`config.mk`:
```
export PLATFORM = sky130hd
export DESIGN_NAME = pattern_fetch
export DESIGN_NICKNAME = d
export VERILOG_FILES = /design/src/hw/video_pkg.sv /design/src/hw/pattern_fetch.sv
export SDC_FILE = /design/constraint.sdc
export NUM_CORES = 1
export LEC_CHECK = 0
export CAP_MARGIN = 20
export CORE_MARGIN = 2
export CORE_UTILIZATION = 51
export DETAILED_ROUTE_END_ITERATION = 10
export DONT_BUFFER_PORTS = 1
export GPL_ROUTABILITY_DRIVEN = 0
export GPL_TIMING_DRIVEN = 0
export PLACE_DENSITY = 0.66
export SYNTH_ARGS = -nofsm -noshare
export SYNTH_HDL_FRONTEND = slang
export SYNTH_SLANG_ARGS = --single-unit
```
`constraint.sdc`:
```
create_clock -name clk -period 4.3 [get_ports clk]
set_input_delay 0.86 -clock clk [delete_from_list [all_inputs] [get_ports clk]]
set_output_delay 0.86 -clock clk [all_outputs]
set_load 0.01 [all_outputs]
```
`src/hw/video_pkg.sv`:
```
// ======================================================================
// Shared definitions for the character-layer video pipeline
// Raster constants, RAM sizes, the host write bus and one struct per
// pipeline stage. Modules import it inside their body and use scoped
// names on their ports.
// ======================================================================
package video_pkg;

    // Horizontal raster, counted in pixel clocks
    localparam logic [8:0] H_TOTAL  = 9'd384;
    localparam logic [8:0] H_ACTIVE = 9'd256;  // hbl from here to line end
    localparam logic [8:0] HS_START = 9'd309;
    localparam logic [8:0] HS_END   = 9'd329;  // first count with hs low

    // Vertical raster, line numbers as the counter sees them
    localparam logic [7:0] V_FIRST   = 8'h08;  // main pass starts here
    localparam logic [7:0] V_REPEAT  = 8'hE8;  // blanked second pass
    localparam logic [7:0] VBL_START = 8'hF8;
    localparam logic [7:0] VS_START  = 8'hE9;  // second pass only
    localparam logic [7:0] VS_END    = 8'hED;

    // RAM depths
    localparam int TILEMAP_DEPTH = 1024;  // 32x32 cells
    localparam int PATTERN_DEPTH = 128;   // 16 patterns x 8 rows
    localparam int PALETTE_DEPTH = 32;    // 16 groups x 2 colours

    // Target of a host write
    typedef enum logic [1:0] {
        SEL_TILEMAP = 2'd0,
        SEL_PATTERN = 2'd1,
        SEL_PALETTE = 2'd2
    } ram_sel_e;

    typedef struct packed {
        logic        we;
        ram_sel_e    sel;
        logic [9:0]  addr;
        logic [10:0] data;   // Low bits used per RAM
    } host_wr_t;

    // Raster state that travels with every pixel
    typedef struct packed {
        logic [7:0] hpos;    // Flip applied
        logic [7:0] vpos;    // Flip applied
        logic       hbl;
        logic       vbl;
        logic       hs;
        logic       vs;
    } vid_timing_t;

    typedef struct packed {
        vid_timing_t timing;
        logic [7:0]  code;   // Hi nibble palette group, lo nibble pattern
        logic [2:0]  row;
        logic [2:0]  col;
    } tile_stage_t;

    typedef struct packed {
        vid_timing_t timing;
        logic [4:0]  colour; // Palette group then pixel bit
    } pat_stage_t;

    typedef struct packed {
        vid_timing_t timing;
        logic [11:0] rgb;
    } video_out_t;

endpackage

```
`src/hw/pattern_fetch.sv`:
```
// ======================================================================
// Pattern stage
// 16 patterns of 8x8 pixels at 1 bit per pixel. Reads the row byte of
// the current pattern, picks the pixel bit by column and forms the
// palette index from the tile's palette group.
// ======================================================================
`timescale 1ns/1ps

module pattern_fetch (
    input  logic                   clk,
    input  logic                   reset,
    input  logic                   pxl_cen,
    input  video_pkg::host_wr_t    host,
    input  video_pkg::tile_stage_t tile,
    output video_pkg::pat_stage_t  pix
);
    import video_pkg::*;

    logic [7:0] pat_ram [PATTERN_DEPTH];
    logic [6:0] rd_addr;
    logic [7:0] row_bits;
    logic       pix_bit;

    assign rd_addr  = {tile.code[3:0], tile.row};  // Pattern, then row
    assign row_bits = pat_ram[rd_addr];
    assign pix_bit  = row_bits[~tile.col];         // Bit 7 is column 0

    always_ff @(posedge clk) begin
        if (host.we && (host.sel == SEL_PATTERN)) begin
            pat_ram[host.addr[6:0]] <= host.data[7:0];
        end
    end

    always_ff @(posedge clk) begin
        if (reset) begin
            pix <= '0;
        end else if (pxl_cen) begin
            pix.timing <= tile.timing;
            pix.colour <= {tile.code[7:4], pix_bit};
        end
    end

endmodule

```
After elaboration in Yosys (flattened, before gate mapping)

Memories as Yosys holds them, arrays and structs flattened.
Cells that the tools add are included.

Memories: 1
Word-level logic and storage cells: 16
Output and inout port bits: 25
Input port bits: 61
Bits in registers: 25
Bits in writable memories: 1,024

Memory list:

| memory  | depth | bits a word | read ports | clocked after memory_dff | write ports | RTL line            | source |
|---|---|---|---|---|---|---|---|
| pat_ram | 128   | 8           | 1          | 0                        | 1           | pattern_fetch.sv:19 | `logic [7:0] pat_ram [PATTERN_DEPTH];` |

Bitwise operators: 1
Eq/ne operators: 1
Mux-type cells: 4
Reduce and logical (&&, ||, !) cells: 1
Magnitude comparators: 1

Operators by type and width:

| operator                                                              | number |
|---|---|
| 3-bit by 4-bit < comparator with 1-bit output, second input constant  | 1 |
| 1-bit binary-select mux with 3-bit select                             | 1 |
| 1-bit two-way mux                                                     | 3 |
| 3-bit inverter                                                        | 1 |
| 2-bit by 1-bit equality test with 1-bit output, second input constant | 1 |
| 1-bit logical AND                                                     | 1 |

Longest topological paths before layout

Depth in word-level cells: 4
Gate-level depth with buffers: 13
Gate-level depth less buffers: 8

Worst setup path after synthesis

OpenSTA, ideal clock, no wires.

Path type: input port to flip-flop
From: in tile[4] (netlist name)
To: reg pix[0] (netlist name)
Setup time: 120 ps
Path slack: 1,054 ps
Stages: 10
Arrival time: 3,126 ps
Path buffers: 4
Required time: 4,180 ps
Cell sequence: buf_4 > buf_2 > buf_2 > clkbuf_1 > mux4_2 > a2111oi_0 > nor3_1 > a22oi_1 > o211ai_1 > a211o_1

Longest elaborated chain between the ends: 3

RTL lines:

| item                                      | RTL line            | source |
|---|---|---|
| from (decl)                               | pattern_fetch.sv:14 | `input video_pkg::tile_stage_t tile,` |
| memory read 128 x 8 bit                   | n/a                 |  |
| 1-bit binary-select mux with 3-bit select | pattern_fetch.sv:26 | `assign pix_bit = row_bits[~tile.col];` |
| 1-bit two-way mux (not written as such)   | pattern_fetch.sv:26 |  |
| to (decl)                                 | pattern_fetch.sv:15 | `output video_pkg::pat_stage_t pix` |

No other way between the ends. The select of a mux whose other input is x is not followed.
A chain may end at the register's enable or synchronous reset.

Worst setup path in the final report

Same ends and word-level chain as after synthesis.

==> metrics.md <==
| Metric | Value |
|---|---|
| Vias in the first global route | 21.4k |
| Largest family of logic cells by synthesized area | multiplexers |
| Top cell type by total area after synthesis | edfxtp_1 |
| Synth Area in XOR/XNOR | 0% |
| First-pass GRT wire length | 170000 µm |
| DIE AREA | 82200 µm² |
| #FFs+latches synth | 1049 |
| Die Wd | 287 µm |
| Largest net degree at the start of global routing | 129 |
| RSZ-0062 raised after global routing | no |
| WHS | 0.276 ns |
| Crit end category | register |
| Syn Inst Count | 1968 |
| Worst path bufs/invs | 3 |
| Final #Nets | 2146 |
| Reg2reg end | pix[0] |
| Routed Antenna Nets | 0 |
| Worst EP required | 4.88 ns |
| Post-synth EDFFs | 1024 |
| Mux cell area share after synthesis | 16.1% |
| Post-CTS setup buffer count | 0 |
| Worst setup SP type | primary input |
| Dominant cells by area after synthesis | edfxtp_1 (75%), mux4_2 (13%), mux2i_1 (3.1%) |
| Synth warn | 0 |
| Worst reg2reg path depth | 8 |
| Fin crit period | 4.42 ns |
| Num ports | 86 |
| Crit path top cell by count | nor4_1 |
| Crit Path Class | in2reg |
| Final WS setup | -0.123 ns |
| Tcrit/Tclk final | 103% |
| Peak VDD IR | 0.368 mV |
| DR vias | 22.4k |
| Endpoints failing setup | 1 |
| Max-Cap Viols | 0 |
| # resized after CTS | 0 |
| Post-Route Setup TNS | -0.123 ns |
| Sequential fraction of the synthesis area | 76.6% |
| DR iter-0 viols | 4450 |
| Routed wire length | 126000 µm |
| PD cells | 468 nW/µm² |
| Synth top area share | 75.4% |
| Slew Viols, Final | 0 |
| Rel. slew slack | 14.7% |
| Slowest cell on crit path | clkbuf_1 |
| Num CTS Buffers | 107 |
| WP data arrival | 5.00 ns |
| Clock sinks | 1049 |
| Worst-path clk slew | 0.07 ns |
| Synth Area in Simple Gates | 3.19% |
| Pwr Total | 0.0213 W |
| Hold path cells | 0 |
| Clk_lat worst skew | 0.69 ns |
| Die Y | 287 µm |
| Starting density of the core | 51.5% |
| Syn_nets | 2029 |
| Clock buffer depth | 3 |
| CTS tree | yes |
| FP Rows | 103 |
| CP max stage delay | 0.96 ns |
| Synth Area in Compound Gates | 2.57% |
| FMAX | 226 MHz |
| WL/cell | 39.0 µm |
| Count leader, synth | edfxtp_1 |
| Worst min path class | in2reg |
| H-tree level count | 3 |
| Total congestion overflow | 0 |
| Delay-heaviest family, CP | buffers and inverters |
| Clock root buffer master | clkbuf_16 |
| Final Skew | 0.0257 ns |
| Reg-to-Reg Start | pat_ram[79][3] |
| Netlist Area Pre-Place | 40800 µm² |
| Hold_sp | host[6] |
| Reg2Reg Setup Slack | 1.27 ns |
| Initial antenna violation count | 13 |
| Worst slew pin tran | 1.28 ns |
| Fin. Hold Viols | 0 |
| Pre-antenna DRT Iters | 9 |
| Final core occ | 57.6% |
| Hold EP | pat_ram[96][6] |
| Top cells by instance count after synthesis | edfxtp_1 (1024), mux4_2 (234), nor2_1 (172) |
| Synth-to-Final Area Change | 11.7% |
| HPWL Detailed | 78900 µm |
| DRC violations left | 0 |
| Placed cells | 3026 |
| Fin cells | 3225 |
| Share of layout cells above drive strength 1 | 20.4% |
| Hold_buf cts | 0 |
| Port-buffer cells | 0 |
| CORE AREA | 79100 µm² |
| Yosys cell types | 52 |
| Max FO, Critical Path | 10 |
| Synth Area in Adders | 0% |
| Failing checks | negative setup slack |
| Main synth FF type | edfxtp_1 |
| Synth async-reset ratio | 0% |
| Overall Global Routing Usage | 30.7% |
| Status | finished, violations left |
| Leakage power | 14.3 nW |
| Critical path cell sequence | nand2b_1 -> buf_2 -> clkbuf_1 -> clkbuf_1 -> o221ai_1 -> o22ai_1 -> nor4_1 -> nor4_1 -> nor4_1 -> a211o_1 |
| Via density | 6.93 |
| Syn_area_per_cell | 20.7 µm² |
## cell type report
type / count / area (µm²)
Inverter: 5 / 18.8
Tap cell: 1050 / 1310
Multi-Input combinational cell: 807 / 8910
Sequential cell: 1049 / 31300
Clock buffer: 137 / 2830
Fill cell: 5861 / 33600
Clock inverter: 59 / 512
Antenna cell: 3 / 7.51
Buffer: 107 / 611
Timing Repair Buffer: 8 / 105
## state kept, by name, indices dropped and copies added (netlist names)
| signal | count |
|---|---|
| pat_ram | 1024 |
| pix | 25 |
## worst max path at each step
stage | start | endpoint | slack (ns) | cells past startpoint
final | tile[4] | pix[0] | -0.12 | 10
after global routing | tile[3] | pix[0] | 0.01 | 12
after CTS | tile[4] | pix[0] | 0.20 | 10
after detailed placement | tile[4] | pix[0] | -0.53 | 10
after global placement | tile[4] | pix[0] | -1.07 | 11
after floorplan | tile[4] | pix[0] | 1.05 | 10
## per-layer routing
metal / track usage, % / vias up / part of all wire [%]
met5: 0 / - / 0.039
met4: 13.3 / 8 / 5.1
met3: 9.78 / 382 / 15
met2: 44.7 / 1842 / 44
met1: 43.0 / 11700 / 36
li1: - / 8445 / -
## layout by cell type (no fill, tap or decap), types with 10 or more instances in the layout
master | netlist | routed
buf_6 | 16 | 17
clkinv_2 | 0 | 16
nor2_1 | 172 | 172
a21oi_1 | 27 | 27
clkinv_1 | 1 | 26
o22ai_1 | 19 | 19
o221ai_1 | 42 | 42
buf_2 | 17 | 20
clkbuf_1 | 46 | 71
nand2_1 | 51 | 51
mux4_2 | 234 | 234
dfxtp_1 | 25 | 25
clkbuf_16 | 0 | 109
edfxtp_1 | 1024 | 1024
nand4_1 | 12 | 12
buf_1 | 12 | 10
nand3_1 | 20 | 20
nor3_1 | 13 | 13
a22oi_1 | 11 | 11
mux2i_1 | 128 | 128
nor2b_1 | 10 | 10
buf_4 | 16 | 16
## metrics by stage
stage               setup WS, ns  cell area (µm²)
finish                    -0.123            45600
global placement           -1.07            42100
CTS                        0.198            45600
floorplan                   1.05            40800
detailed placement        -0.529            42200
global route              0.0105            45600
## cells by family (layout without fill, tap and decap cells)
| group | after synthesis | count (layout) |
|---|---|---|
| AO/OA/AOI/OAI | 143 | 143 |
| buffers and inverters | 112 | 316 |
| flip-flops | 1049 | 1049 |
| multiplexers | 363 | 363 |
| other | 0 | 3 |
| AND/OR/NAND/NOR | 301 | 301 |
## power breakdown
part           total [W]  switching [W]  internal [W]
sequential        0.0113      0.0000203        0.0112
clock            0.00900        0.00388       0.00512
combinational    0.00107       0.000706      0.000361
No activity file was read; power rests on OpenSTA's default activity.
