**config.mk**
```make
export PLATFORM = sky130hd
export DESIGN_NAME = palette_out
export DESIGN_NICKNAME = d
export VERILOG_FILES = /design/src/hw/video_pkg.sv /design/src/hw/palette_out.sv
export SDC_FILE = /design/constraint.sdc
export NUM_CORES = 1
export LEC_CHECK = 0
export BUFFER_PORTS_ARGS = -buffer_cell sky130_fd_sc_hd__buf_2
export CORE_MARGIN = 3
export CORE_UTILIZATION = 35
export CTS_CLUSTER_SIZE = 14
export DETAILED_ROUTE_END_ITERATION = 7
export PLACE_DENSITY = 0.57
export SLEW_MARGIN = 40
export SYNTH_ARGS = -nofsm -noshare
export SYNTH_HDL_FRONTEND = slang
export SYNTH_SLANG_ARGS = --single-unit
export TNS_END_PERCENT = 1
```
**constraint.sdc**
```tcl
create_clock -name clk -period 2.85 [get_ports clk]
set_input_delay 0.4275 -clock clk [delete_from_list [all_inputs] [get_ports clk]]
set_output_delay 0.4275 -clock clk [all_outputs]
set_load 0.05 [all_outputs]
```
**src/hw/video_pkg.sv**
```systemverilog
// ======================================================================
// Shared definitions for the character-layer video pipeline
// Raster constants, RAM sizes, the host write bus and one struct per
// pipeline stage. Modules import it inside their body and use scoped
// names on their ports.
// ======================================================================
package video_pkg;

    // Horizontal raster, counted in pixel clocks
    localparam logic [8:0] H_TOTAL  = 9'd384;
    localparam logic [8:0] H_ACTIVE = 9'd256;  // hbl from here to line end
    localparam logic [8:0] HS_START = 9'd309;
    localparam logic [8:0] HS_END   = 9'd329;  // first count with hs low

    // Vertical raster, line numbers as the counter sees them
    localparam logic [7:0] V_FIRST   = 8'h08;  // main pass starts here
    localparam logic [7:0] V_REPEAT  = 8'hE8;  // blanked second pass
    localparam logic [7:0] VBL_START = 8'hF8;
    localparam logic [7:0] VS_START  = 8'hE9;  // second pass only
    localparam logic [7:0] VS_END    = 8'hED;

    // RAM depths
    localparam int TILEMAP_DEPTH = 1024;  // 32x32 cells
    localparam int PATTERN_DEPTH = 128;   // 16 patterns x 8 rows
    localparam int PALETTE_DEPTH = 32;    // 16 groups x 2 colours

    // Target of a host write
    typedef enum logic [1:0] {
        SEL_TILEMAP = 2'd0,
        SEL_PATTERN = 2'd1,
        SEL_PALETTE = 2'd2
    } ram_sel_e;

    typedef struct packed {
        logic        we;
        ram_sel_e    sel;
        logic [9:0]  addr;
        logic [10:0] data;   // Low bits used per RAM
    } host_wr_t;

    // Raster state that travels with every pixel
    typedef struct packed {
        logic [7:0] hpos;    // Flip applied
        logic [7:0] vpos;    // Flip applied
        logic       hbl;
        logic       vbl;
        logic       hs;
        logic       vs;
    } vid_timing_t;

    typedef struct packed {
        vid_timing_t timing;
        logic [7:0]  code;   // Hi nibble palette group, lo nibble pattern
        logic [2:0]  row;
        logic [2:0]  col;
    } tile_stage_t;

    typedef struct packed {
        vid_timing_t timing;
        logic [4:0]  colour; // Palette group then pixel bit
    } pat_stage_t;

    typedef struct packed {
        vid_timing_t timing;
        logic [11:0] rgb;
    } video_out_t;

endpackage

```
**src/hw/palette_out.sv**
```systemverilog
// ======================================================================
// Palette stage and video output register
// Looks up the 11-bit colour for the pixel index and drives 12-bit
// RGB with the top bit clear. Output is black while either blanking
// signal is high, and sync leaves together with its pixel.
// ======================================================================
`timescale 1ns/1ps

module palette_out (
    input  logic                  clk,
    input  logic                  reset,
    input  logic                  pxl_cen,
    input  video_pkg::host_wr_t   host,
    input  video_pkg::pat_stage_t pix,
    output video_pkg::video_out_t video
);
    import video_pkg::*;

    logic [10:0] pal_ram [PALETTE_DEPTH];
    logic [10:0] colour;
    logic        blank;

    assign colour = pal_ram[pix.colour];
    assign blank  = pix.timing.hbl || pix.timing.vbl;

    always_ff @(posedge clk) begin
        if (host.we && (host.sel == SEL_PALETTE)) begin
            pal_ram[host.addr[4:0]] <= host.data;   // All 11 bits
        end
    end

    always_ff @(posedge clk) begin
        if (reset) begin
            video <= '0;
        end else if (pxl_cen) begin
            video.timing <= pix.timing;
            if (blank) begin
                video.rgb <= '0;
            end else begin
                video.rgb <= {1'b0, colour};
            end
        end
    end

endmodule

```
## Yosys cells after proc, flatten, opt, wreduce, memory -nomap -nowiden

Memories as Yosys holds them, arrays and structs flattened.
Index checks and enable logic that the tools add are counted.

| word-level totals | value |
|---|---|
| bits in writable memories | 352 |
| bits in latches | 0 |
| memories kept | 1 |
| output and inout port bits | 32 |
| ROM bits | 0 |
| bits of input ports | 52 |
| logic and storage cells | 14 |
| flip-flop bits (word level) | 32 |

| cells by class | value |
|---|---|
| bitwise gates (word level) | 0 |
| add/subtract/negate cells | 0 |
| div/mod/pow operators | 0 |
| magnitude comparators | 0 |
| $mul | 0 |
| reductions and logical operators | 2 |
| shift-type cells | 0 |
| muxes and demuxes | 3 |
| eq/ne operators | 1 |

Memories:

| name | words | width | rd ports | clocked after memory_dff | write ports | RTL line | text |
|---|---|---|---|---|---|---|---|
| pal_ram | 32 | 11 | 1 | 0 | 1 | palette_out.sv:19 | `logic [10:0] pal_ram [PALETTE_DEPTH];` |

Operators with widths:

| cell | count |
|---|---|
| $mux 11 | 1 |
| $eq 2x2->1 const B | 1 |
| $mux 1 | 2 |
| $logic_and 1x1->1 | 1 |
| $logic_or 1x1->1 | 1 |

## Logic depth before layout (Yosys ltp)

| logic depth | value |
|---|---|
| word-level depth | 4 |
| depth in mapped cells | 8 |
| gate-level depth less buffers | 4 |

## Worst setup path before layout

No wires, ideal clock.

| timing | value |
|---|---|
| kind | input to register |
| start point | input port host[21] in the netlist's numbering |
| end point | memory pal_ram[10][0] (enable) |
| data arrival time | 1,719 ps |
| cell stages on the path | 4 |
| data required time | 2,472 ps |
| library setup time | 378 ps |
| slack | 753 ps |
| buffers on the path | 1 |
| cell sequence | nand3b_1 -> or3b_2 -> clkbuf_1 -> nor2_1 |

| on the way | value |
|---|---|
| longest elaborated chain between the ends | 4 |

Ends and longest elaborated chain:

| element | RTL line | text |
|---|---|---|
| from (decl) | palette_out.sv:13 | `input video_pkg::host_wr_t host,` |
| $eq 2x2->1 | palette_out.sv:27 | `if (host.we && (host.sel == SEL_PALETTE)) begin` |
| $logic_and 1x1->1 | palette_out.sv:27 |  |
| $mux 1 | palette_out.sv:27 |  |
| $mux 1 (implied by the code) | palette_out.sv:28 | `pal_ram[host.addr[4:0]] <= host.data;` |
| to (decl) | palette_out.sv:19 |  |

Every way passes these cells.

## Worst setup path after layout

| timing | value |
|---|---|
| start point | memory pal_ram[17][0] |
| end point | register video[0] in the netlist's numbering |

| on the way | value |
|---|---|
| longest elaborated chain between the ends | 2 |

Ends and longest elaborated chain:

| element | RTL line | text |
|---|---|---|
| $mem_v2 32x11 | n/a |  |
| $mux 11 | palette_out.sv:37 | `if (blank) begin` |
| to (decl) | palette_out.sv:15 | `output video_pkg::video_out_t video` |

Every way passes these cells.
A chain may end at the register's enable or synchronous reset.

==> impl_results.md <==
- Drt initial violations: 544
- Netlist cell types: 31
- Full die area: between 40000 and 50000 um2
- Final Wtd Congestion: 0.777
- Leading area contributor after synthesis: edfxtp_1
- Setup CP Type: reg -> reg
- Vias: 7735
- TritonCTS clock tree: built
- Final Net Count: just under 1000
- Via-to-Cell Ratio: 5.07
- Largest cells by area after synthesis: edfxtp_1 (70%), mux2i_1 (5.7%), mux4_2 (5.4%)
- Worst-path cell chain: mux4_1 -> mux2_2 -> a2111oi_2 -> nor4_1
- I/O pins: 84
- Placeable Area: 42300 um2
- Max layer used: met4
- Most frequent cell after synthesis: edfxtp_1
- Tightest Hold Check Type: in -> reg
- Clock Skew: 0.0161 ns
- Clock transition at path regs: 0.06 ns
- Clk_lat worst skew: between 0.5 and 0.6 ns
- Min Tclk post-route: 1.91 ns
- # hold bufs at CTS: 0
- Run status: finished, final reports clean
- Most used flip-flop cell after synthesis: edfxtp_1
- Average size of a mapped cell: 19.1 um2
- Post-synth EDFFs: 352
- CTS buffer count: 40
- Num rows: 75
- Met3 wire length: around 2200 um
- Synth cell count leaders: edfxtp_1 (352), mux2i_1 (86), nor2_1 (56), mux4_2 (36), dfxtp_1 (31)
- CTS HTree Levels: 2
- Met1 Wirelength: 15500 um
- Layout cell share with drive strength beyond 1: 26.6%
- DR pass1 iterations: 4
- Worst slew pin tran: 0.718 ns
- Root buf cell: clkbuf_16
- Final Max Tran Viols: 0
- Data required time at the worst endpoint: between 3 and 4 ns
- Clock tree sinks: 383
- Max_cap viols: 0
- Remaining routing DRC violations: 0
- Vias in the first global route: between 7000 and 8000
- Fin crit share: 67.1%
- Post CTS Setup Buffer Count: 0
- Worst-path maximum fanout: 1
- Die Width: 214 um
- First-pass GRT wire length: 50100 um
- Total grt overflow: 0
- RSZ-0062 raised after global routing: no
- Drt total wl: 34200 um
- Fmax: around 520 MHz
- Worst EP arrival: 2.30 ns
- Syn Inst Count: 792
- Die height: 214 um
- CP max stage cell: mux4_1
- Synth Register Bits: 383
- Clk buf depth: 3
- Slew headroom: 52.0%
- I/O Buffers: 77
- Max incr delay on CP: 0.59 ns
- Syn_nets: 844
- Yosys warning total: 0
- Final Hold Viols: 0
- Initial Utilization: 35.7%
- Initial antenna violation count: 1
- Worst setup SP type: flip-flop
- Avg WL per Cell: 22.4 um
- Ant. Diodes: 0
- Cell Pwr Density: 670 nW/um2
- Final WS setup: around 0.94 ns
- Routed Antenna Nets: 0
- Global-route usage over all layers: 14.9%
- Final setup viols: 0
- Post-detail-place hpwl: 22000 um
- Largest net degree at the start of global routing: 42
- Fillers: between 3000 and 4000
- P_leak: between 6 and 7 nW
- Worst slack at placement: 0.396 ns
- Met2 wire len: 16100 um
- R2R Setup Slk: 0.94 ns
- Setup_tns: 0 ns
- Max IR drop VDD: 0.464 mV
- PostCTS Resize Cnt: 0
- Layout area overhead: 16.8%
- Synthesized cell area: 15100 um2
- CP Capture Type: flip-flop
- Sequential fraction of the synthesis area: approximately three quarters
- Ys async rst share: 0%
- Share of the synthesized area in the top cell type: 69.9%
[power by group]
group | switching [mW] | leakage, nW | internal (mW)
Sequential | 0.0155 | 3.42 | 6.17
Clock | 2.06 | 0.604 | 2.91
Combinational | 0.439 | 2.00 | 0.241
Total | 2.51 | 6.02 | 9.32
[metal layers]
metal / track usage (%) / vias to the layer above
li1: - / 3486
met4: 3.10 / 0
met2: 23.6 / 221
met1: 21.4 / 3994
met3: 3.34 / 34
met5: 0 / -
[sequential cells by signal, indices dropped and copies added, names as in the netlist]
| register | count |
|---|---|
| pal_ram | 352 |
| video | 31 |
[cells by family (layout without fill, tap and decap cells)]
| group | count (synthesis) | in the layout | synth area share [%] |
|---|---|---|---|
| flip-flops | 383 | 383 | 74.0 |
| multiplexers | 152 | 152 | 15.2 |
| AND/OR/NAND/NOR | 134 | 134 | 4.68 |
| AO/OA/AOI/OAI | 77 | 77 | 4.41 |
| buffers and inverters | 45 | 201 | 1.69 |
| other | 1 | 1 | 0.0248 |
[cells in the final DEF, fill, tap and decap left out, types with 2 or more instances in the layout]
cell type,Yosys,layout
a2111oi_0,16,16
a2111oi_2,11,11
a211oi_1,6,6
a22oi_1,22,22
and2_1,12,12
buf_12,0,3
buf_2,6,76
buf_4,10,51
bufinv_16,0,3
clkbuf_1,24,9
clkbuf_16,0,41
clkinv_1,0,8
clkinv_2,0,5
dfxtp_1,31,31
edfxtp_1,352,352
inv_6,0,3
mux2_2,11,11
mux2i_1,86,86
mux4_1,19,19
mux4_2,36,36
nand2_1,3,3
nand2b_1,7,7
nand3b_1,5,5
nor2_1,56,56
nor2b_1,25,25
nor4_1,11,11
o21bai_1,11,11
o22ai_1,11,11
or2_2,6,6
or3_1,2,2
or3b_2,4,4
[worst paths after layout]
| check | end | start | cells after the start |
|---|---|---|---|
| max | video[0] | pal_ram[17][0] | 4 |
| min | video[23] | pix[16] | 3 |
| max reg2reg | video[0] | pal_ram[17][0] | 4 |
| min reg2reg | video[12] | video[12] | 2 |
[layout make-up]
cell class                 count  area (um2)  share of cell area [%]
sequential                   383       11200                    63.4
multi-input combinational    364        3670                    20.8
clock buffer                  50        1060                    6.00
timing repair buffer         131         835                    4.73
tap                          577         722                    4.09
clock inverter                20         179                    1.01
[worst max-delay path, delay by kind of cell (launching register included)]
family             cells  cell delay (ns)
muxes                  2             0.91
and+or+nand+nor        1             0.08
DFF                    1             0.36
AOI/OAI and AO/OA      1             0.43
[stage by stage]
stage	hold WS, ns	instances	power [mW]	utilization [%]	area [um2]
finish	0.139	1525	11.8	41.7	17700
global route	0.143	1525	12.2	41.7	17700
CTS	0.115	1525	12.0	41.7	17700
detailed placement	0.474	1455	6.99	38.8	16400
global placement	0.467	1455	6.98	38.8	16400
floorplan	0.526	792	6.72	-	15100
Note: power is estimated with default switching activity, not from simulation.
