`config.mk`:
```
export PLATFORM = sky130hd
export DESIGN_NAME = video_timing
export DESIGN_NICKNAME = d
export VERILOG_FILES = /design/src/hw/video_pkg.sv /design/src/hw/video_timing.sv
export SDC_FILE = /design/constraint.sdc
export NUM_CORES = 1
export LEC_CHECK = 0
export BUFFER_PORTS_ARGS = -buffer_cell sky130_fd_sc_hd__buf_2
export CAP_MARGIN = 20
export CORE_MARGIN = 5
export CORE_UTILIZATION = 58
export CTS_BUF_LIST = sky130_fd_sc_hd__clkbuf_16
export DETAILED_ROUTE_END_ITERATION = 7
export HOLD_SLACK_MARGIN = 0.12
export MAX_ROUTING_LAYER = met4
export PLACE_DENSITY = 0.8
export SYNTH_ARGS = -nofsm -noshare
export SYNTH_HDL_FRONTEND = slang
export SYNTH_SLANG_ARGS = --single-unit
```
`constraint.sdc`:
```
create_clock -name clk -period 5.4 [get_ports clk]
set_clock_uncertainty 0.1 [all_clocks]
set_input_delay 0.54 -clock clk [delete_from_list [all_inputs] [get_ports clk]]
set_output_delay 0.54 -clock clk [all_outputs]
set_load 0.01 [all_outputs]
```
`src/hw/video_pkg.sv`:
```
// ======================================================================
// Shared definitions for the character-layer video pipeline
// Raster constants, RAM sizes, the host write bus and one struct per
// pipeline stage. Modules import it inside their body and use scoped
// names on their ports.
// ======================================================================
package video_pkg;

    // Horizontal raster, counted in pixel clocks
    localparam logic [8:0] H_TOTAL  = 9'd384;
    localparam logic [8:0] H_ACTIVE = 9'd256;  // hbl from here to line end
    localparam logic [8:0] HS_START = 9'd309;
    localparam logic [8:0] HS_END   = 9'd329;  // first count with hs low

    // Vertical raster, line numbers as the counter sees them
    localparam logic [7:0] V_FIRST   = 8'h08;  // main pass starts here
    localparam logic [7:0] V_REPEAT  = 8'hE8;  // blanked second pass
    localparam logic [7:0] VBL_START = 8'hF8;
    localparam logic [7:0] VS_START  = 8'hE9;  // second pass only
    localparam logic [7:0] VS_END    = 8'hED;

    // RAM depths
    localparam int TILEMAP_DEPTH = 1024;  // 32x32 cells
    localparam int PATTERN_DEPTH = 128;   // 16 patterns x 8 rows
    localparam int PALETTE_DEPTH = 32;    // 16 groups x 2 colours

    // Target of a host write
    typedef enum logic [1:0] {
        SEL_TILEMAP = 2'd0,
        SEL_PATTERN = 2'd1,
        SEL_PALETTE = 2'd2
    } ram_sel_e;

    typedef struct packed {
        logic        we;
        ram_sel_e    sel;
        logic [9:0]  addr;
        logic [10:0] data;   // Low bits used per RAM
    } host_wr_t;

    // Raster state that travels with every pixel
    typedef struct packed {
        logic [7:0] hpos;    // Flip applied
        logic [7:0] vpos;    // Flip applied
        logic       hbl;
        logic       vbl;
        logic       hs;
        logic       vs;
    } vid_timing_t;

    typedef struct packed {
        vid_timing_t timing;
        logic [7:0]  code;   // Hi nibble palette group, lo nibble pattern
        logic [2:0]  row;
        logic [2:0]  col;
    } tile_stage_t;

    typedef struct packed {
        vid_timing_t timing;
        logic [4:0]  colour; // Palette group then pixel bit
    } pat_stage_t;

    typedef struct packed {
        vid_timing_t timing;
        logic [11:0] rgb;
    } video_out_t;

endpackage

```
`src/hw/video_timing.sv`:
```
// ======================================================================
// Raster timing generator
// Runs the horizontal and vertical counters on pxl_cen, derives the
// blanking and sync levels and the flip-aware pixel position, and
// registers them as one struct for the pixel pipeline.
// ======================================================================
`timescale 1ns/1ps

module video_timing (
    input  logic                   clk,
    input  logic                   reset,
    input  logic                   pxl_cen,
    input  logic                   flip,
    output video_pkg::vid_timing_t timing
);
    import video_pkg::*;

    logic [8:0]  hcnt;         // 0..383
    logic [7:0]  vcnt;         // Line number
    logic        second_pass;  // Repeat of lines E8..FF, always blanked
    logic        line_end;
    vid_timing_t nxt;

    assign line_end = (hcnt == H_TOTAL - 9'd1);

    // Counters
    // Line sequence is 08..FF then E8..FF, 272 lines per frame
    always_ff @(posedge clk) begin
        if (reset) begin
            hcnt        <= '0;
            vcnt        <= V_REPEAT;
            second_pass <= 1'b1;   // Start blanked, first frame is whole
        end else if (pxl_cen) begin
            if (line_end) begin
                hcnt <= '0;
                if (&vcnt) begin
                    // Alternate between main and repeat pass
                    vcnt        <= second_pass ? V_FIRST : V_REPEAT;
                    second_pass <= ~second_pass;
                end else begin
                    vcnt <= vcnt + 8'd1;
                end
            end else begin
                hcnt <= hcnt + 9'd1;
            end
        end
    end

    // Raster levels for the current count
    always_comb begin
        nxt.hpos = hcnt[7:0] ^ {8{flip}};
        nxt.vpos = vcnt ^ {8{flip}};
        nxt.hbl  = (hcnt >= H_ACTIVE);
        nxt.hs   = (hcnt >= HS_START) && (hcnt < HS_END);   // 20 clocks

        // Blanked through the repeat pass and the first main line
        nxt.vbl = second_pass || (vcnt >= VBL_START) || (vcnt == V_FIRST);

        // vs edges line up with the hs rise
        nxt.vs = 1'b0;
        if (second_pass) begin
            if (vcnt == VS_START) begin
                nxt.vs = (hcnt >= HS_START);
            end else if ((vcnt > VS_START) && (vcnt < VS_END)) begin
                nxt.vs = 1'b1;
            end else if (vcnt == VS_END) begin
                nxt.vs = (hcnt < HS_START);   // Falls at hs rise
            end
        end
    end

    // One enabled cycle after the counters
    always_ff @(posedge clk) begin
        if (reset) begin
            timing <= '0;
        end else if (pxl_cen) begin
            timing <= nxt;
        end
    end

endmodule

```
* Yosys cells after proc, flatten, opt, wreduce, memory -nomap -nowiden
Cells that the tools add are included.
** Word-level totals
- Flip-flop bits (word level) :: 38
- Input bits :: 4
- Logic and storage cells :: 39
** Cells by class
- $add $sub $neg :: 2
- $lt $le $gt $ge :: 7
- Equality and inequality tests :: 4
- Multiplexer cells :: 7
- Bitwise gates (word level) :: 3
- Reductions and logical operators :: 7
** Operator list (count)
- 9-bit greater-or-equal comparator, second input constant :: 2
- 9-bit less-than comparator, second input constant :: 2
- 8-bit equality test, second input constant :: 2
- 8-bit two-way mux :: 2
- 8-bit bitwise XOR :: 2
- 10-bit AND reduction :: 1
- 9-bit by 1-bit adder with 9-bit output, second input constant :: 1
- 9-bit equality test, second input constant :: 1
- 9-bit two-way mux :: 1
- 8-bit by 1-bit adder with 8-bit output, second input constant :: 1
- 8-bit by 4-bit equality test with 1-bit output, second input constant :: 1
- 8-bit greater-or-equal comparator, second input constant :: 1
- 8-bit > comparator, second input constant :: 1
- 8-bit less-than comparator, second input constant :: 1
- 8-bit AND reduction :: 1
- 1-bit two-way mux :: 4
- 1-bit logical AND :: 2
- 1-bit logical OR :: 2
- 2-bit AND reduction :: 1
- 1-bit NOT :: 1

* Longest topological paths before layout
Gate-level depths: netlist of run 1.
- Depth after elaboration :: 5
- Mapped depth :: 7
- Depth with buffers taken out :: 6

* Worst setup path before layout of run 1
No wires, ideal clock.
- Path type :: input -> register
- Start :: input pxl_cen
- End :: register second_pass
- Arrival time :: 1.904 ns
- Data required time :: 5.238 ns
- Path slack :: 3.334 ns
- Cell stages on the path :: 6
- Buffers on the path :: 2
- Cell sequence :: buf_2 > nand4_4 > or3_1 > buf_2 > or4_1 > nand3_1
** On the way
- Longest elaborated chain between the ends :: 1
** RTL lines
- from (decl) :: line video_timing.sv:12 : input logic pxl_cen,
- 10-bit AND reduction (no line)
- to (signal assigned) :: line video_timing.sv:39 : second_pass <= ~second_pass;
- to (decl) :: line video_timing.sv:20 : logic second_pass;
No other way between the ends.
A chain may end at the register's enable or synchronous reset.

* Final worst setup path of run 1
Ends and elaborated chain as after synthesis.

==> metrics, run 1 <==
fmax between 400 and 500 MHz; Startpoint Class input pin; GP Congestion 0.825; Sink Count 38; Post-CTS Hold Buffers 0; Num CTS Buffers 5; Crit path buffers/inverters 1; port bufs 23; worst-path fanout max 44; Post-synth ARST share 0%; Layout Utilization between 60 and 70%; kind of critical path input pin to flop; Synth Warn # 0; clock-pin slew on the worst setup and hold paths around 0.060 ns; Die H roughly 68 um; Pint around 580 uW; Static Leak 0.000802 uW; row count 21; Post-CTS Resized 0; CP top delay family simple AND/OR/NAND/NOR gates; syn_nets approximately 240; Final setup viols 0; Initial Util between 50 and 60%; Synth Instances 231; first-pass iteration count of the detailed router 4; setup bufs post-CTS 0; CTS tree built; DR iter-0 viols just under 90; final hold viol count 0; Worst Hold Class flop to flop; final WL 4120 um; synthesized cell area 1970 um2; Distinct cells, synth 43; layout cell share with drive strength beyond 1 ~14%; Clk Latency, worst-skew pair 0.28 ns; largest area contributor in the netlist dfxtp_1; RSZ-0062 raised after global routing no; EDFF count, synth 0; Final Cycle Share a little under half; Net Sw Frac about a fifth; Synth Register Bits 38; initial antenna violation count 0; flop2flop setup slack 3.11 ns; Longest Clk Path Bufs 2; syn avg cell area between 8 and 9 um2; Overflow after GRT 0; # DRC 0; GRT Util Overall between 10% and 20%; max cap viols 0; Slew @ Worst Pin approximately 0.8 ns; Final ANT Viol Nets 0; area of the die between 4000 and 5000 um2; I/O pin count 24; Layout Area Growth over Synthesis 12.9%; CP arrival between 2 and 3 ns; worst vdd ir a little over 0.2 mV; vias in the first global route 1433; maximum single-stage delay on the critical path roughly 0.60 ns; Slew Viols, Final 0; DR WL/cell between 10 and 15 um; Antenna Cells 0; top-area cell type share of the netlist area ~39%; result of the run complete, no violations; Logic pwr share around 7%; setup TNS 0 ns; first-pass GRT wire length around 6600 um; Seq/Total Area, Yosys between 30% and 40%; Psw around 140 uW; Clock Root Buffer clkbuf_16; Vias around 1700; CP endpoint kind flop; Final #Nets around 250; CP max-delay cell buf_2; Sequential Power Share 41.6%; CTS H-Tree Depth 2; worst rel slew slack 47.2%; Clk pwr share between 50% and 60%; vias per cell slightly below 6; Main synth FF type dfxtp_1; CP Cell Sequence buf_2 > nand4_4 > or3_1 > or4_1 > nand3_1; Die Wd 68.3 um; largest net degree at the start of global routing 45; Area contributors post-synth dfxtp_1, xnor2_1, a211oi_1, nor2_1, ha_1; worst path required time 5.52 ns; Final min period between 2 and 2.5 ns; core area between 3000 and 4000 um2; P per Cell Area 323 nW/um2; DP HPWL approximately 2600 um
-- worst paths after layout --
check	from	depth (start not counted)	endpoint
worst max-delay path	pxl_cen	5	second_pass
worst min-delay path	timing[1]	2	timing[1]
worst max register to register	hcnt[0]	5	second_pass
worst min register to register	timing[1]	2	timing[1]
-- area by class of cell --
class,instances,area (um2)
inverter,9,33.8
fill,285,1080
clock buffer,5,125
timing repair buffer,23,115
multi-input combinational,160,1070
tap,46,57.6
sequential,38,761
clock inverter,3,63.8
-- cell families after synthesis --
logic type               Yosys count  share of synthesized area, %
AND/OR/NAND/NOR                   78                          21.3
AO/OA/AOI/OAI                     49                          16.9
flip-flops                        38                          38.6
buffers and inverters             33                          7.17
XOR/XNOR                          24                          10.7
adder cells (fa/ha/maj)            7                          4.44
multiplexers                       2                          1.01
-- per-stage QoR --
stage          std cells  power, uW  setup WS [ns]  area [um2]  hold slack, ns
2_1_floorplan        231        342           3.33        1970           0.394
3_3_place_gp         276        355           2.70        2040           0.357
3_5_place_dp         276        356           2.68        2040           0.375
4_1_cts              284        725           2.94        2230           0.386
5_1_grt              284        745           2.77        2230           0.395
6_report             284        719           2.91        2230           0.381
-- metal layers --
metal / part of all wire (%) / vias up / GRT usage, %
met3: 5.1 / 6 / 4.93
li1: - / 829 / -
met5: 0 / - / -
met2: 45 / 41 / 30.1
met4: 1.7 / 0 / 8.44
met1: 48 / 787 / 24.2
-- Yosys cell counts, drive strengths merged, types with 2 or more instances --
library cell and number:
a211oi 17, a21oi 8, a31oi 3, and3 2
and4 2, buf 11, clkbuf 13, dfxtp 38
ha 7, inv 9, mux2i 2, nand2 9
nand2b 3, nand3 10, nand4 4, nor2 26
nor3 8, nor4 6, o21ai 9, o31ai 3
or3 2, or4 2, xnor2 21, xor2 3
-- power groups by stage --
stage / sequential (uW) / combinational, uW / clock [uW]
after floorplan: 308 / 34.4 / 0
after global placement: 305 / 49.7 / 0
after detailed placement: 305 / 50.4 / 0
after CTS: 299 / 51.3 / 374
after global routing: 301 / 56.9 / 388
final: 299 / 50.6 / 370
-- placed cells by master (no fill, tap or decap), types with 6 or more instances in the layout --
master,count
dfxtp_1,38
nor2_1,26
buf_2,23
xnor2_1,21
a211oi_1,17
inv_1,9
nand3_1,9
nand2_1,9
o21ai_0,9
a21oi_1,8
nor3_1,7
ha_1,7
nor4_1,6
-- state kept, by name, indices dropped and copies added (netlist names) --
| signal | cells |
|---|---|
| timing | 20 |
| hcnt | 9 |
| vcnt | 8 |
| second_pass | 1 |
-- worst reg2reg max path, stage by stage, from the launching register on --
cell	delay, ns
dfxtp_1	0.50
ha_1	0.28
nand4_4	0.18
or3_1	0.56
or4_1	0.53
nand3_1	0.09
(Power assumes the default switching activity.)
==> run 2, diff against run 1 <==
--- a/config.mk
+++ b/config.mk
@@ -8,12 +8,12 @@
 export BUFFER_PORTS_ARGS = -buffer_cell sky130_fd_sc_hd__buf_2
 export CAP_MARGIN = 20
 export CORE_MARGIN = 5
-export CORE_UTILIZATION = 58
+export CORE_UTILIZATION = 57
 export CTS_BUF_LIST = sky130_fd_sc_hd__clkbuf_16
 export DETAILED_ROUTE_END_ITERATION = 7
 export HOLD_SLACK_MARGIN = 0.12
 export MAX_ROUTING_LAYER = met4
-export PLACE_DENSITY = 0.8
+export PLACE_DENSITY = 0.78
 export SYNTH_ARGS = -nofsm -noshare
 export SYNTH_HDL_FRONTEND = slang
 export SYNTH_SLANG_ARGS = --single-unit
==> constraint.sdc (replaced) <==
create_clock -name clk -period 2.5 [get_ports clk]
set_clock_uncertainty 0.1 [all_clocks]
set_input_delay 0.25 -clock clk [delete_from_list [all_inputs] [get_ports clk]]
set_output_delay 0.25 -clock clk [all_outputs]
set_load 0.01 [all_outputs]
==> metrics, run 2 (synthesized netlist as in run 1, its figures left out) <==
port bufs 23; Clock Root Buffer clkbuf_16; layout cell share with drive strength beyond 1 around 18%; Startpoint Class flop; maximum single-stage delay on the critical path approximately 0.53 ns; first-pass iteration count of the detailed router 7; DR iter-0 viols around 150; Final ANT Viol Nets 0; Slew @ Worst Pin between 0.6 and 0.7 ns; Static Leak between 0.0008 and 0.0009 uW; Antenna Cells 0; dpl ws just over 0.3 ns; worst-case reg-to-reg path depth 5; most frequent cells in the layout dfxtp_1, nor2_1, buf_2; CTS H-Tree Depth 2; commonest non-fill, non-tap cell in the layout dfxtp_1; worst rel slew slack around 59%; Clk Latency, worst-skew pair 0.28 ns; final WL 4200 um; Worst Hold Class input pin to flop; kind of critical path flop to flop; Overflow after GRT 0; flop2flop setup slack ~0.28 ns; Post-CTS Hold Buffers 0; Biggest register timing; initial antenna violation count 0; core area roughly 3300 um2; Die H a little under 70 um; CP endpoint kind flop; setup TNS 0 ns; Longest Clk Path Bufs 2; P per Cell Area 687 nW/um2; first-pass GRT wire length 6840 um; I/O pin count 24; GP Congestion 0.878; max reg flops 20; area of the die 4740 um2; RSZ-0062 raised after global routing no; Die Wd approximately 69 um; # DRC 1; biggest regs timing (20), hcnt (9), vcnt (8); clock-pin slew on the worst setup and hold paths approximately 0.060 ns; largest net degree at the start of global routing 44; fmax 451 MHz; setup bufs post-CTS 0; GRT Util Overall between 20% and 30%; reg2reg start hcnt[1]; Num CTS Buffers 5; failing checks design-rule violations; CP arrival about 2.3 ns; Final min period ~2.2 ns; result of the run complete, but fails checks; row count 21; Vias 1650; DR WL/cell roughly 14 um; Worst Hold End hcnt[4]; vias in the first global route ~1400; worst setup margin around 0.28 ns; Post-CTS Resized 0; CTS tree built; CP max-delay cell or3_1; cell depth of the worst hold path 4; Final #Nets 257; Hold WS ~0.29 ns; Layout Area Growth over Synthesis 16.6%; Slew Viols, Final 0; Crit path buffers/inverters 0; r2r endpoint second_pass; CP top delay family simple AND/OR/NAND/NOR gates; DP HPWL between 2000 and 3000 um; max cap viols 0; Sink Count 38; hold_sp pxl_cen; final hold viol count 0; Final Power between 1500 and 2000 uW; Final setup viols 0; worst vdd ir roughly 0.3 mV; worst path required time around 2.6 ns; Initial Util 59.1%; Final Cycle Share between 80% and 90%; CP Cell Sequence ha_1 > nand4_4 > or3_1 > or4_1 > nand3_1; worst-path fanout max 9; vias per cell 5.63
==> run 2: how the worst max path moves through the flow <==
stage | to | depth (start not counted) | from | slack [ns]
floorplan | second_pass | 6 | hcnt[1] | 0.44
global placement | second_pass | 5 | hcnt[1] | 0.36
detailed placement | second_pass | 5 | hcnt[1] | 0.31
CTS | second_pass | 5 | hcnt[1] | 0.28
global route | second_pass | 5 | hcnt[1] | 0.16
finish | second_pass | 5 | hcnt[1] | 0.28
==> run 2: per-stage QoR <==
stage	utilization [%]	area [um2]	std cells
after floorplan	-	1970	231
after global placement	63.1	2110	285
after detailed placement	63.1	2110	285
after CTS	68.9	2300	293
after global routing	68.9	2300	293
final	68.9	2300	293
==> run 2: layout make-up <==
cell class | count | area (um2)
clock buffer | 5 | 125
clock inverter | 3 | 68.8
fill | 259 | 1040
inverter | 9 | 33.8
multi-input combinational | 160 | 1070
sequential | 38 | 761
tap | 46 | 57.6
timing repair buffer | 32 | 183
==> run 2: per-layer routing <==
layer	up-vias	GRT usage [%]	wire length (um)	part of all wire, %
li1	846	-	-	-
met1	725	27.3	1910	46
met2	72	28.8	1900	45
met3	7	5.83	337	8.0
met4	0	7.54	53	1.3
met5	-	-	0	0
==> run 2: tightest hold or removal path, stage by stage <==
cell and delay, ns:
buf_2 0.13, nand4_4 0.11, xor2_1 0.08, nor2_1 0.07
==> run 2: power breakdown <==
group | switching [uW] | internal, uW
registers | 13.6 | 629
clock network | 245 | 573
logic | 69.3 | 48.7
total | 328 | 1250
